===== src/rtl/cache_geom_pkg.sv =====
package cache_geom_pkg;

  localparam int LINE_COUNT = 8;
  localparam int INDEX_W = 3;
  localparam int TAG_W = 27;

  // tag / index / byte offset split used for lookups
  typedef struct packed {
    logic [TAG_W-1:0]   tag;
    logic [INDEX_W-1:0] index;
    logic [1:0]         offset;
  } addr_fields_t;

  // word address plus byte position within the word
  typedef struct packed {
    logic [TAG_W+INDEX_W-1:0] word;
    logic [1:0]               byte_off;
  } addr_word_t;

  typedef union packed {
    addr_fields_t fields;
    addr_word_t   words;
  } cache_addr_t;

endpackage


===== src/rtl/access_pkg.sv =====
package access_pkg;

  localparam int BYTE_W = 8;
  localparam int WORD_BYTES = 4;
  localparam int WORD_W = WORD_BYTES * BYTE_W;

  typedef enum logic {
    OP_READ  = 1'b0,
    OP_WRITE = 1'b1
  } op_e;

  // second word states only visited for unaligned accesses
  typedef enum logic [2:0] {
    IDLE   = 3'd0,
    CHECK0 = 3'd1,
    FILL0  = 3'd2,
    CHECK1 = 3'd3,
    FILL1  = 3'd4,
    DONE   = 3'd5
  } ctrl_state_e;

endpackage


===== src/rtl/cache_ifs.sv =====
`timescale 1ns/1ps

interface req_if
  import cache_geom_pkg::*;
  import access_pkg::*;
();
  logic              start;
  op_e               op;
  cache_addr_t       addr0;
  cache_addr_t       addr1;
  logic [1:0]        byte_off;
  logic              split;
  logic [WORD_W-1:0] wdata;
  logic              busy;

  modport decoder (output start, op, addr0, addr1, byte_off, split, wdata, input busy);
  modport consumer (input start, op, addr0, addr1, byte_off, split, wdata, output busy);
endinterface

interface line_if
  import cache_geom_pkg::*;
  import access_pkg::*;
();
  logic [INDEX_W-1:0] rd_index0;
  logic [INDEX_W-1:0] rd_index1;
  logic               wr_en;
  logic [INDEX_W-1:0] wr_index;
  logic [TAG_W-1:0]   wr_tag;
  logic [WORD_W-1:0]  wr_data;
  logic [TAG_W-1:0]   tag0;
  logic               valid0;
  logic [WORD_W-1:0]  data0;
  logic [TAG_W-1:0]   tag1;
  logic               valid1;
  logic [WORD_W-1:0]  data1;

  modport ctrl (output rd_index0, rd_index1, wr_en, wr_index, wr_tag, wr_data,
                input tag0, valid0, data0, tag1, valid1, data1);
  modport store (input rd_index0, rd_index1, wr_en, wr_index, wr_tag, wr_data,
                 output tag0, valid0, data0, tag1, valid1, data1);
endinterface


===== src/rtl/access_decode.sv =====
`timescale 1ns/1ps

module access_decode
  import cache_geom_pkg::*;
  import access_pkg::*;
(
  input  logic              clk,
  input  logic              reset,
  input  logic [WORD_W-1:0] address,
  input  logic [WORD_W-1:0] data_in,
  input  logic              write_enable,
  input  logic              read_enable,
  req_if.decoder            req
);

  cache_addr_t req_addr;
  logic        accept;

  // strobes only count while the controller is free
  assign accept = !req.busy && (write_enable || read_enable);

  always_ff @(posedge clk or posedge reset)
  begin
    if (reset)
      req.start <= 1'b0;
    else
      req.start <= accept;
  end

  always_ff @(posedge clk)
  begin
    if (accept)
    begin
      req_addr  <= address;
      req.wdata <= data_in;
      // write wins over read
      req.op    <= write_enable ? OP_WRITE : OP_READ;
    end
  end

  // addr1 may roll into the next tag
  always_comb
  begin
    req.addr0 = {req_addr.words.word, 2'b00};
    req.addr1 = {req_addr.words.word + 1'b1, 2'b00};
  end

  assign req.byte_off = req_addr.words.byte_off;
  assign req.split = |req_addr.words.byte_off;

endmodule


===== src/rtl/cache_ctrl.sv =====
`timescale 1ns/1ps

module cache_ctrl
  import access_pkg::*;
(
  input  logic              clk,
  input  logic              reset,
  req_if.consumer           req,
  line_if.ctrl              line,
  input  logic [WORD_W-1:0] fetch_read_data,
  output logic [WORD_W-1:0] fetch_address,
  output logic [WORD_W-1:0] fetch_write_data,
  output logic              fetch_write_enable,
  output logic              data_ready,
  output logic [WORD_W-1:0] word0,
  output logic [WORD_W-1:0] word1,
  input  logic [WORD_W-1:0] merged0,
  input  logic [WORD_W-1:0] merged1,
  input  logic [WORD_W-1:0] rdata,
  output logic [WORD_W-1:0] data_out
);

  ctrl_state_e state;
  logic        is_write;
  logic        hit0;
  logic        hit1;

  assign is_write = (req.op == OP_WRITE);
  assign hit0 = line.valid0 && (line.tag0 == req.addr0.fields.tag);
  assign hit1 = line.valid1 && (line.tag1 == req.addr1.fields.tag);
  assign req.busy = req.start || (state != IDLE);

  assign line.rd_index0 = req.addr0.fields.index;
  assign line.rd_index1 = req.addr1.fields.index;

  // during a fill the bus word is the current content
  assign word0 = (state == FILL0) ? fetch_read_data : line.data0;
  assign word1 = (state == FILL1) ? fetch_read_data : line.data1;

  // merged words equal the plain words on reads
  always_comb
  begin
    line.wr_en    = 1'b0;
    line.wr_index = req.addr0.fields.index;
    line.wr_tag   = req.addr0.fields.tag;
    line.wr_data  = merged0;
    case (state)
      CHECK0: line.wr_en = is_write && hit0;
      FILL0:  line.wr_en = 1'b1;
      CHECK1, FILL1:
      begin
        line.wr_en    = (state == FILL1) || (is_write && hit1);
        line.wr_index = req.addr1.fields.index;
        line.wr_tag   = req.addr1.fields.tag;
        line.wr_data  = merged1;
      end
      default: line.wr_en = 1'b0;
    endcase
  end

  always_ff @(posedge clk or posedge reset)
  begin
    if (reset)
    begin
      state              <= IDLE;
      fetch_write_enable <= 1'b0;
      data_ready         <= 1'b0;
    end
    else
    begin
      data_ready <= 1'b0;
      case (state)
        IDLE:
        begin
          fetch_write_enable <= 1'b0;
          if (req.start)
            state <= CHECK0;
        end
        CHECK0:
        begin
          fetch_write_enable <= is_write && hit0;
          if (!hit0)
            state <= FILL0;
          else
            state <= req.split ? CHECK1 : DONE;
        end
        FILL0:
        begin
          fetch_write_enable <= is_write;
          state <= req.split ? CHECK1 : DONE;
        end
        CHECK1:
        begin
          // a pending word0 store leaves the bus on this edge
          fetch_write_enable <= is_write && hit1;
          state <= hit1 ? DONE : FILL1;
        end
        FILL1:
        begin
          fetch_write_enable <= is_write;
          state <= DONE;
        end
        DONE:
        begin
          fetch_write_enable <= 1'b0;
          data_ready <= 1'b1;
          state <= IDLE;
        end
        default: state <= IDLE;
      endcase
    end
  end

  always_ff @(posedge clk)
  begin
    case (state)
      CHECK0:
      begin
        fetch_address    <= req.addr0;
        fetch_write_data <= merged0;
      end
      FILL0: fetch_write_data <= merged0;
      CHECK1:
      begin
        fetch_address    <= req.addr1;
        fetch_write_data <= merged1;
      end
      FILL1: fetch_write_data <= merged1;
      DONE:
      begin
        if (!is_write)
          data_out <= rdata;
      end
      default: ;
    endcase
  end

endmodule


===== src/rtl/line_store.sv =====
`timescale 1ns/1ps

module line_store
  import cache_geom_pkg::*;
  import access_pkg::*;
(
  input logic   clk,
  input logic   reset,
  line_if.store line
);

  logic [TAG_W-1:0]      tag_mem [LINE_COUNT];
  logic [WORD_W-1:0]     data_mem [LINE_COUNT];
  logic [LINE_COUNT-1:0] valid;

  always_ff @(posedge clk or posedge reset)
  begin
    if (reset)
      valid <= '0;
    else if (line.wr_en)
      valid[line.wr_index] <= 1'b1;
  end

  always_ff @(posedge clk)
  begin
    if (line.wr_en)
    begin
      tag_mem[line.wr_index]  <= line.wr_tag;
      data_mem[line.wr_index] <= line.wr_data;
    end
  end

  // independent lookups for both words
  assign line.tag0   = tag_mem[line.rd_index0];
  assign line.valid0 = valid[line.rd_index0];
  assign line.data0  = data_mem[line.rd_index0];
  assign line.tag1   = tag_mem[line.rd_index1];
  assign line.valid1 = valid[line.rd_index1];
  assign line.data1  = data_mem[line.rd_index1];

endmodule


===== src/rtl/byte_align.sv =====
`timescale 1ns/1ps

module byte_align
  import access_pkg::*;
(
  input  logic [1:0]        byte_off,
  input  op_e               op,
  input  logic [WORD_W-1:0] wdata,
  input  logic [WORD_W-1:0] word0,
  input  logic [WORD_W-1:0] word1,
  output logic [WORD_W-1:0] rdata,
  output logic [WORD_W-1:0] merged0,
  output logic [WORD_W-1:0] merged1
);

  logic [2*WORD_W-1:0] pair;
  logic [2*WORD_W-1:0] shifted;
  logic [2*WORD_W-1:0] lane_mask;
  logic [2*WORD_W-1:0] store_bits;
  logic [2*WORD_W-1:0] merged_pair;
  logic [5:0]          shift;

  assign shift = 6'(byte_off * BYTE_W);

  // little endian so word1 sits above word0
  assign pair = {word1, word0};
  assign shifted = pair >> shift;
  assign rdata = shifted[WORD_W-1:0];

  // lanes touched by the store
  assign lane_mask = {{WORD_W{1'b0}}, {WORD_W{1'b1}}} << shift;
  assign store_bits = {{WORD_W{1'b0}}, wdata} << shift;

  assign merged_pair = (op == OP_WRITE) ? ((pair & ~lane_mask) | store_bits) : pair;

  assign merged0 = merged_pair[WORD_W-1:0];
  assign merged1 = merged_pair[2*WORD_W-1:WORD_W];

endmodule


===== src/rtl/cache_top.sv =====
`timescale 1ns/1ps

module cache_top
  import access_pkg::*;
(
  input  logic              clk,
  input  logic              reset,
  input  logic [WORD_W-1:0] address,
  input  logic [WORD_W-1:0] data_in,
  input  logic              write_enable,
  input  logic              read_enable,
  output logic              data_ready,
  output logic [WORD_W-1:0] data_out,
  output logic [WORD_W-1:0] fetch_address,
  output logic [WORD_W-1:0] fetch_write_data,
  output logic              fetch_write_enable,
  input  logic [WORD_W-1:0] fetch_read_data
);

  req_if  req_bus ();
  line_if line_bus ();

  logic [WORD_W-1:0] word0;
  logic [WORD_W-1:0] word1;
  logic [WORD_W-1:0] merged0;
  logic [WORD_W-1:0] merged1;
  logic [WORD_W-1:0] rdata;

  access_decode u_decode (
    .clk          (clk),
    .reset        (reset),
    .address      (address),
    .data_in      (data_in),
    .write_enable (write_enable),
    .read_enable  (read_enable),
    .req          (req_bus.decoder)
  );

  cache_ctrl u_ctrl (
    .clk                (clk),
    .reset              (reset),
    .req                (req_bus.consumer),
    .line               (line_bus.ctrl),
    .fetch_read_data    (fetch_read_data),
    .fetch_address      (fetch_address),
    .fetch_write_data   (fetch_write_data),
    .fetch_write_enable (fetch_write_enable),
    .data_ready         (data_ready),
    .word0              (word0),
    .word1              (word1),
    .merged0            (merged0),
    .merged1            (merged1),
    .rdata              (rdata),
    .data_out           (data_out)
  );

  line_store u_lines (
    .clk   (clk),
    .reset (reset),
    .line  (line_bus.store)
  );

  byte_align u_align (
    .byte_off (req_bus.byte_off),
    .op       (req_bus.op),
    .wdata    (req_bus.wdata),
    .word0    (word0),
    .word1    (word1),
    .rdata    (rdata),
    .merged0  (merged0),
    .merged1  (merged1)
  );

endmodule


===== config.mk =====
export PLATFORM = sky130hd
export DESIGN_NAME = cache_top
export DESIGN_NICKNAME = d
export VERILOG_FILES = /design/src/rtl/cache_geom_pkg.sv /design/src/rtl/access_pkg.sv /design/src/rtl/cache_ifs.sv /design/src/rtl/access_decode.sv /design/src/rtl/cache_ctrl.sv /design/src/rtl/line_store.sv /design/src/rtl/byte_align.sv /design/src/rtl/cache_top.sv
export SDC_FILE = /design/constraint.sdc
export NUM_CORES = 1
export LEC_CHECK = 0
export ABC_AREA = 1
export BUFFER_PORTS_ARGS = -buffer_cell sky130_fd_sc_hd__buf_4
export CORE_ASPECT_RATIO = 1.4
export CORE_MARGIN = 5
export CORE_UTILIZATION = 52
export DETAILED_ROUTE_END_ITERATION = 10
export PLACE_DENSITY_LB_ADDON = 0.12
export SLEW_MARGIN = 15
export SYNTH_ARGS = -nofsm -noshare
export SYNTH_HDL_FRONTEND = slang
export SYNTH_SLANG_ARGS = --single-unit

===== constraint.sdc =====
create_clock -name clk -period 4.9 [get_ports clk]
set_clock_uncertainty 0.2 [all_clocks]
set_input_delay 0.735 -clock clk [delete_from_list [all_inputs] [get_ports clk]]
set_output_delay 0.735 -clock clk [all_outputs]
set_load 0.05 [all_outputs]

# Yosys cells after proc, flatten, opt, wreduce, memory -nomap -nowiden
# Memories as Yosys holds them, arrays and structs flattened. A register that Yosys moved wholly into a read port is not among the register bits.
# Cells that the tools add are included.
# W data, S select, Z words.
[word_totals]
n_memories = 2
inputBits = 100
word_cells = 82
reg_bits = 175
out_inout_bits = 98
mem_bits_rw = 472
[op_classes]
n_bitwise = 5
shift = 3
n_addsub = 1
n_lt_le_gt_ge = 4
n_mux = 27
n_eq_ne = 8
n_reduce_logical = 21
[mem_list]
columns = ["memory", "words", "width", "read_ports", "rd_clocked_by_memory_dff", "wr", "line_no", "rtl"]
rows = [
  ["u_lines.data_mem", 8, 32, 2, 1, 1, "line_store.sv:13", "logic [WORD_W-1:0] data_mem [LINE_COUNT];"],
  ["u_lines.tag_mem", 8, 27, 2, 1, 1, "line_store.sv:12", "logic [TAG_W-1:0] tag_mem [LINE_COUNT];"],
]
[op_table]
columns = ["operator", "n"]
rows = [
  ["$pmux W32 S2", 2],
  ["$mux W32", 3],
  ["$and A64 B64 Y64", 1],
  ["$mux W64", 1],
  ["$not A64 Y64", 1],
  ["$or A64 B64 Y64", 1],
  ["$shl A32 B5 Y64", 1],
  ["$shl A32 B5 Y64 const A", 1],
  ["$shr A64 B5 Y32", 1],
  ["$eq A27 B27 Y1", 2],
  ["$add A30 B1 Y30 const B", 1],
  ["$mux W27", 1],
  ["$mux W3", 6],
  ["$pmux W3 S5", 1],
  ["$lt A3 B4 Y1 const B", 3],
  ["$reduce_or A2 Y1", 5],
  ["$mux W1", 8],
  ["$or A8 B8 Y8", 1],
  ["$bmux W1 S3", 2],
  ["$eq A3 B2 Y1 const B", 2],
  ["$eq A3 B3 Y1 const B", 2],
  ["$logic_and A1 B1 Y1", 6],
  ["$pmux W1 S4", 1],
  ["$reduce_bool A2 Y1", 2],
  ["other kinds (12)", 14],
]

# Logic depth before layout (Yosys ltp)
[depth]
depth_word = 9
ltp_mapped = 20
ltp_nobuf = 19

# Cells and area by module
# A second synthesis with hierarchy kept.
[unflattened]
hier_cells = 4797
hier_area_um2 = 37088.1
[by_module_without_submodules]
columns = ["module", "n_inst", "seq_area_each_um2", "area_each_um2", "cells_each"]
rows = [
  ["line_store", 1, 14373.8, 25740.9, 3216],
  ["cache_ctrl", 1, 3007.9, 6137.1, 822],
  ["access_decode", 1, 1976.9, 2859.0, 246],
  ["byte_align", 1, 0.0, 2351.0, 513],
]

# Worst setup path before layout
# No wires, ideal clock.
[synth_path]
path_kind = "register to register"
from = "register u_decode.req_addr[3] (netlist bit)"
to = "memory u_lines.data_mem[0][0] (netlist bit), enable pin"
arrival_time_ns = 3.432
synth_period_minus_slack_ns = 4.045
stages_incl_launch_ff = 21
setup_slack_ns = 0.855
setup_ns = 0.413
required_time_ns = 4.287
n_path_buf = 3
path_cell_list = "edfxtp_1 ha_1 buf_2 inv_2 buf_4 buf_2 a21oi_1 o21ai_0 nand3_1 nand2_1 nand2_1 nand2_1 nor2_1 nand2_1 nor2_2 nand2_1 nor2_2 nand3_2 nand2_4 nand2_1 inv_1"
[synth_between]
elab_chain_len = 9
word_cells_on_any_way = 16
classes_between = "1 x add/sub; 1 x eq/ne; 8 x mux; 5 x reduce/logical; 1 x memory"
[synth_lines]
columns = ["item", "line_no", "rtl"]
rows = [
  ["start, declared", "access_decode.sv:16", "cache_addr_t req_addr;"],
  ["start signal, assigned", "access_decode.sv:34", "req_addr <= address;"],
  ["$add A30 B1 Y30", "access_decode.sv:45", "req.addr1 = {req_addr.words.word + 1'b1, 2'b00};"],
  ["$mem_v2 Z8 W27 or $bmux W1 S3 (tied branches)", "-", ""],
  ["$eq A27 B27 Y1 or $mux W1 (tied branches)", "cache_ctrl.sv:30, line_store.sv:38", ""],
  ["$logic_and A1 B1 Y1", "cache_ctrl.sv:30", "assign hit1 = line.valid1 && (line.tag1 == req.addr1.fields.tag);"],
  ["$logic_and A1 B1 Y1", "cache_ctrl.sv:52", "line.wr_en = (state == FILL1) || (is_write && hit1);"],
  ["$logic_or A1 B1 Y1", "cache_ctrl.sv:52", ""],
  ["$pmux W1 S3", "cache_ctrl.sv:47", "case (state)"],
  ["$mux W1", "line_store.sv:26", "if (line.wr_en)"],
  ["$mux W1 (implied by the code)", "line_store.sv:29", "data_mem[line.wr_index] <= line.wr_data;"],
  ["end, declared", "line_store.sv:13", ""],
]
# Several ways; a longest one is shown, not always the timed one. The select of a mux whose other input is x is not followed.

# Worst setup path after layout
[layout_path]
from = "register u_decode.req_addr[2] (netlist bit)"
to = "memory u_lines.tag_mem[1][9], enable pin"
[layout_between]
elab_chain_len = 9
word_cells_on_any_way = 16
classes_between = "1 x add/sub; 1 x eq/ne; 8 x mux; 5 x reduce/logical; 1 x memory"
[layout_lines]
columns = ["item", "line_no", "rtl"]
rows = [
  ["$add A30 B1 Y30", "access_decode.sv:45", ""],
  ["$mem_v2 Z8 W27 or $bmux W1 S3 (tied branches)", "-", ""],
  ["$eq A27 B27 Y1 or $mux W1 (tied branches)", "cache_ctrl.sv:30, line_store.sv:38", ""],
  ["$logic_and A1 B1 Y1", "cache_ctrl.sv:30", ""],
  ["$logic_and A1 B1 Y1", "cache_ctrl.sv:52", ""],
  ["$logic_or A1 B1 Y1", "cache_ctrl.sv:52", ""],
  ["$pmux W1 S3", "cache_ctrl.sv:47", ""],
  ["$mux W1", "line_store.sv:26", ""],
  ["$mux W1 (implied by the code)", "line_store.sv:28", "tag_mem[line.wr_index] <= line.wr_tag;"],
  ["end, declared", "line_store.sv:12", ""],
]
# Several ways; a longest one is shown, not always the timed one. The select of a mux whose other input is x is not followed.

==> results.py <==
metrics = {
    "finish": {
        "diodes": 0,
        "design_area_mm2": 0.03949,
        "fin_nets": 4256,
        "multi_input_area_mm2": 0.01224,
        "seq_area_mm2": 0.01937,
        "fillers": 5855,
        "synthToLayoutAreaGrowth_pct": 15.13,
        "drive_gt1_share_pct": 11.34,
    },
    "yosys": {
        "synth-edff-count": 631,
        "netlist_instances": 4005,
        "synth_cell_type_count": 44,
        "synth_warnings": 0,
        "synth_top_area_share_pct": 55.25,
        "synth_ff_type": "edfxtp_1",
        "yosysTopAreaCell": "edfxtp_1",
        "synthesis.area_mm2": 0.03430,
        "seq_area_frac_synth_pct": 56.44,
        "synth.avg_cell_area_um2": 8.564,
        "ys_ff_latch": 648,
        "synth_common_cells": "1097 x nand2_1, 631 x edfxtp_1, 508 x o21ai_0",
        "synth.most_common_cell": "nand2_1",
        "async_reset_ff_share_pct": 2.160,
        "ys_top_cells_by_area": "edfxtp_1 55%, nand2_1 12%, o21ai_0 7.4%",
    },
    "sta": {
        "min_period_ns": 4.486,
        "slew_headroom_pct": 14.65,
        "hold_violations": 0,
        "rsz0062_at_grt": "false",
        "fmax_mhz": 222.9,
        "finalSetupTns_ns": 0,
        "fin_crit_sh_pct": 91.54,
        "whs_ns": 0.06181,
        "setup_viol": 0,
        "slew_viol_final": 0,
        "worstMarginPinSlew_ns": 1.267,
    },
    "clocking": {
        "clk_latency_ns": 0.64,
        "clk_path_buf_depth": 3,
        "post_cts.repair.setup_buffers": 0,
        "cts-root-buf": "clkbuf_16",
        "cts-hold-fix-buffers": 1,
        "cts_tree": "built",
        "cts_sinks": 648,
        "clk_pin_slew_ns": 0.07,
        "htreeDepth": 3,
        "cts_resized": 0,
        "numCtsBuffers": 66,
    },
    "detailed_routing": {
        "via_per_inst": 6.040,
        "num_vias": 30520,
        "routedWlPerCell_um": 26.55,
        "ant_nets": 0,
        "drcViolationCount": 0,
        "drtIter0Drc": 2975,
        "routed_wl_mm": 134.1,
        "dr.pass1.iters": 6,
    },
    "placed_design": {
        "portBuffers": 195,
        "routabilityCongestion": 1.072,
        "post-dp-hpwl_mm": 93.27,
        "post_dp_cell_area_mm2": 0.03722,
    },
    "critical_path": {
        "crit_required_ns": 5.02,
        "crit_path_start_kind": "register",
        "crit_arrival_ns": 4.61,
        "path_class": "reg -> reg",
        "endpoint_kind": "register",
        "crit_fanout": 30,
    },
    "floorplanning": {
        "die_w_um": 227.1,
        "dieArea_mm2": 0.07127,
        "core_area_mm2": 0.06541,
        "rows": 111,
        "ios": 198,
        "start_util_pct": 52.43,
        "fp.dieH_um": 313.9,
    },
    "grt": {
        "track_usage_pct": 37.10,
        "grt_first_pass_wirelength_mm": 193.3,
        "grt_pass1_vias": 29650,
        "grt_max_degree": 161,
        "antenna_found_initial": 3,
        "grt_overflow": 0,
    },
    "job": {
        "maxCapViolations": 0,
    },
    "power": {
        "p_leak_nw": 16.38,
        "power_density_mw_per_mm2": 784.6,
        "peakVddDrop_mv": 0.9188,
    },
    "status": {
        "status": "complete, no violations",
    },
    "min_path": {
        "hold_class": "in -> reg",
    },
}
metal layers:
layer | GRT usage, % | up-vias | part of all wire (%)
met5 | 0 | - | 0.010
li1 | - | 13880 | -
met1 | 39.93 | 14370 | 32
met4 | 33.35 | 2 | 12
met3 | 6.314 | 541 | 7.7
met2 | 61.86 | 1728 | 48
where the power goes:
group	leakage, nW	total, mW	switching (mW)	internal (mW)
Combinational	9.32	16.1	12.1	4.00
Clock	1.11	5.35	2.22	3.13
Sequential	5.95	9.49	0.642	8.85
path summary, 6_finish.rpt:
path	from	to	slack, ns	cells past startpoint
max	u_decode.req_addr[2]	u_lines.tag_mem[1][9]	0.41	16
min	data_in[8]	u_decode.req.wdata[8]	0.06	1
max reg2reg	u_decode.req_addr[2]	u_lines.tag_mem[1][9]	0.41	16
min reg2reg	u_lines.valid[3]	u_lines.valid[3]	0.27	2
max in group asynchronous	reset	u_lines.valid[4]	3.50	3
min in group asynchronous	reset	u_ctrl.state[2]	0.55	3
registers in the layout, indices dropped and copies added, names as in the netlist, named ones only:
register / flops
u_lines.tag_mem: 216
u_ctrl.fetch_write_data: 32
u_ctrl.data_out: 32
u_decode.req.wdata: 32
u_decode.req_addr: 32
u_lines.valid: 8
u_ctrl.data_ready: 1
u_ctrl.fetch_address: 30
u_decode.req.start: 1
u_ctrl.state: 3
u_ctrl.fetch_write_enable: 1
u_decode.req.op: 1
u_lines.data_mem: 256
final cells by class:
type                    count  area share (%)
flip-flops and latches    648           49.05
inverters                 437           4.221
well taps                 847           2.684
repair buffers            333           7.320
multi-input cells        2669           31.01
clock buffers              87           4.620
clock inverters            32           1.103
cells in the final DEF (no fill, tap or decap), types with 18 or more instances in the layout:
cell type  instances
clkinv_2          19
nor2_1           265
o211ai_1          68
nand2_1         1095
inv_1            419
buf_12            31
buf_4            301
o221ai_1          49
o22ai_1           18
nand4_1           18
clkbuf_16         69
edfxtp_1         631
nand3_1          380
a21oi_1          196
o21ai_0          503
per-stage QoR:
stage | setup WS, ns | utilization, % | power (mW) | cells
after detailed placement | 0.4838 | 56.89 | 25.30 | 4933
after floorplan | 0.8552 | - | 18.43 | 4006
final | 0.4145 | 60.36 | 30.98 | 5053
after global routing | 0.2450 | 60.36 | 32.30 | 5053
after global placement | 0.5144 | 56.89 | 25.24 | 4933
after CTS | 0.4674 | 60.36 | 30.66 | 5053
critical path: stages (launching register included):
cell and delay [ns]:
edfxtp_1 0.54, ha_4 0.24, nand2_2 0.09, inv_1 0.08, nor2_4 0.52, buf_4 0.57
o21ai_0 0.36, nand3_1 0.18, nand4_1 0.13, nor2_1 0.15, nand2_1 0.08, nor2_2 0.12
nand3_2 0.12, nand2_4 0.15, nand2_1 0.09, clkinv_2 0.24, buf_12 0.27
cells by family after synthesis:
| kind of cell | count (synthesis) | share of synthesized area (%) |
|---|---|---|
| compound gates | 861 | 13.77 |
| mux | 2 | 0.05837 |
| fa+ha+maj | 1 | 0.03647 |
| simple gates | 1794 | 21.44 |
| other cells | 1 | 0.01093 |
| buf+inv | 689 | 8.004 |
| flops | 648 | 56.44 |
| xor+xnor | 9 | 0.2298 |
Note: power is estimated with default switching activity, not from simulation.
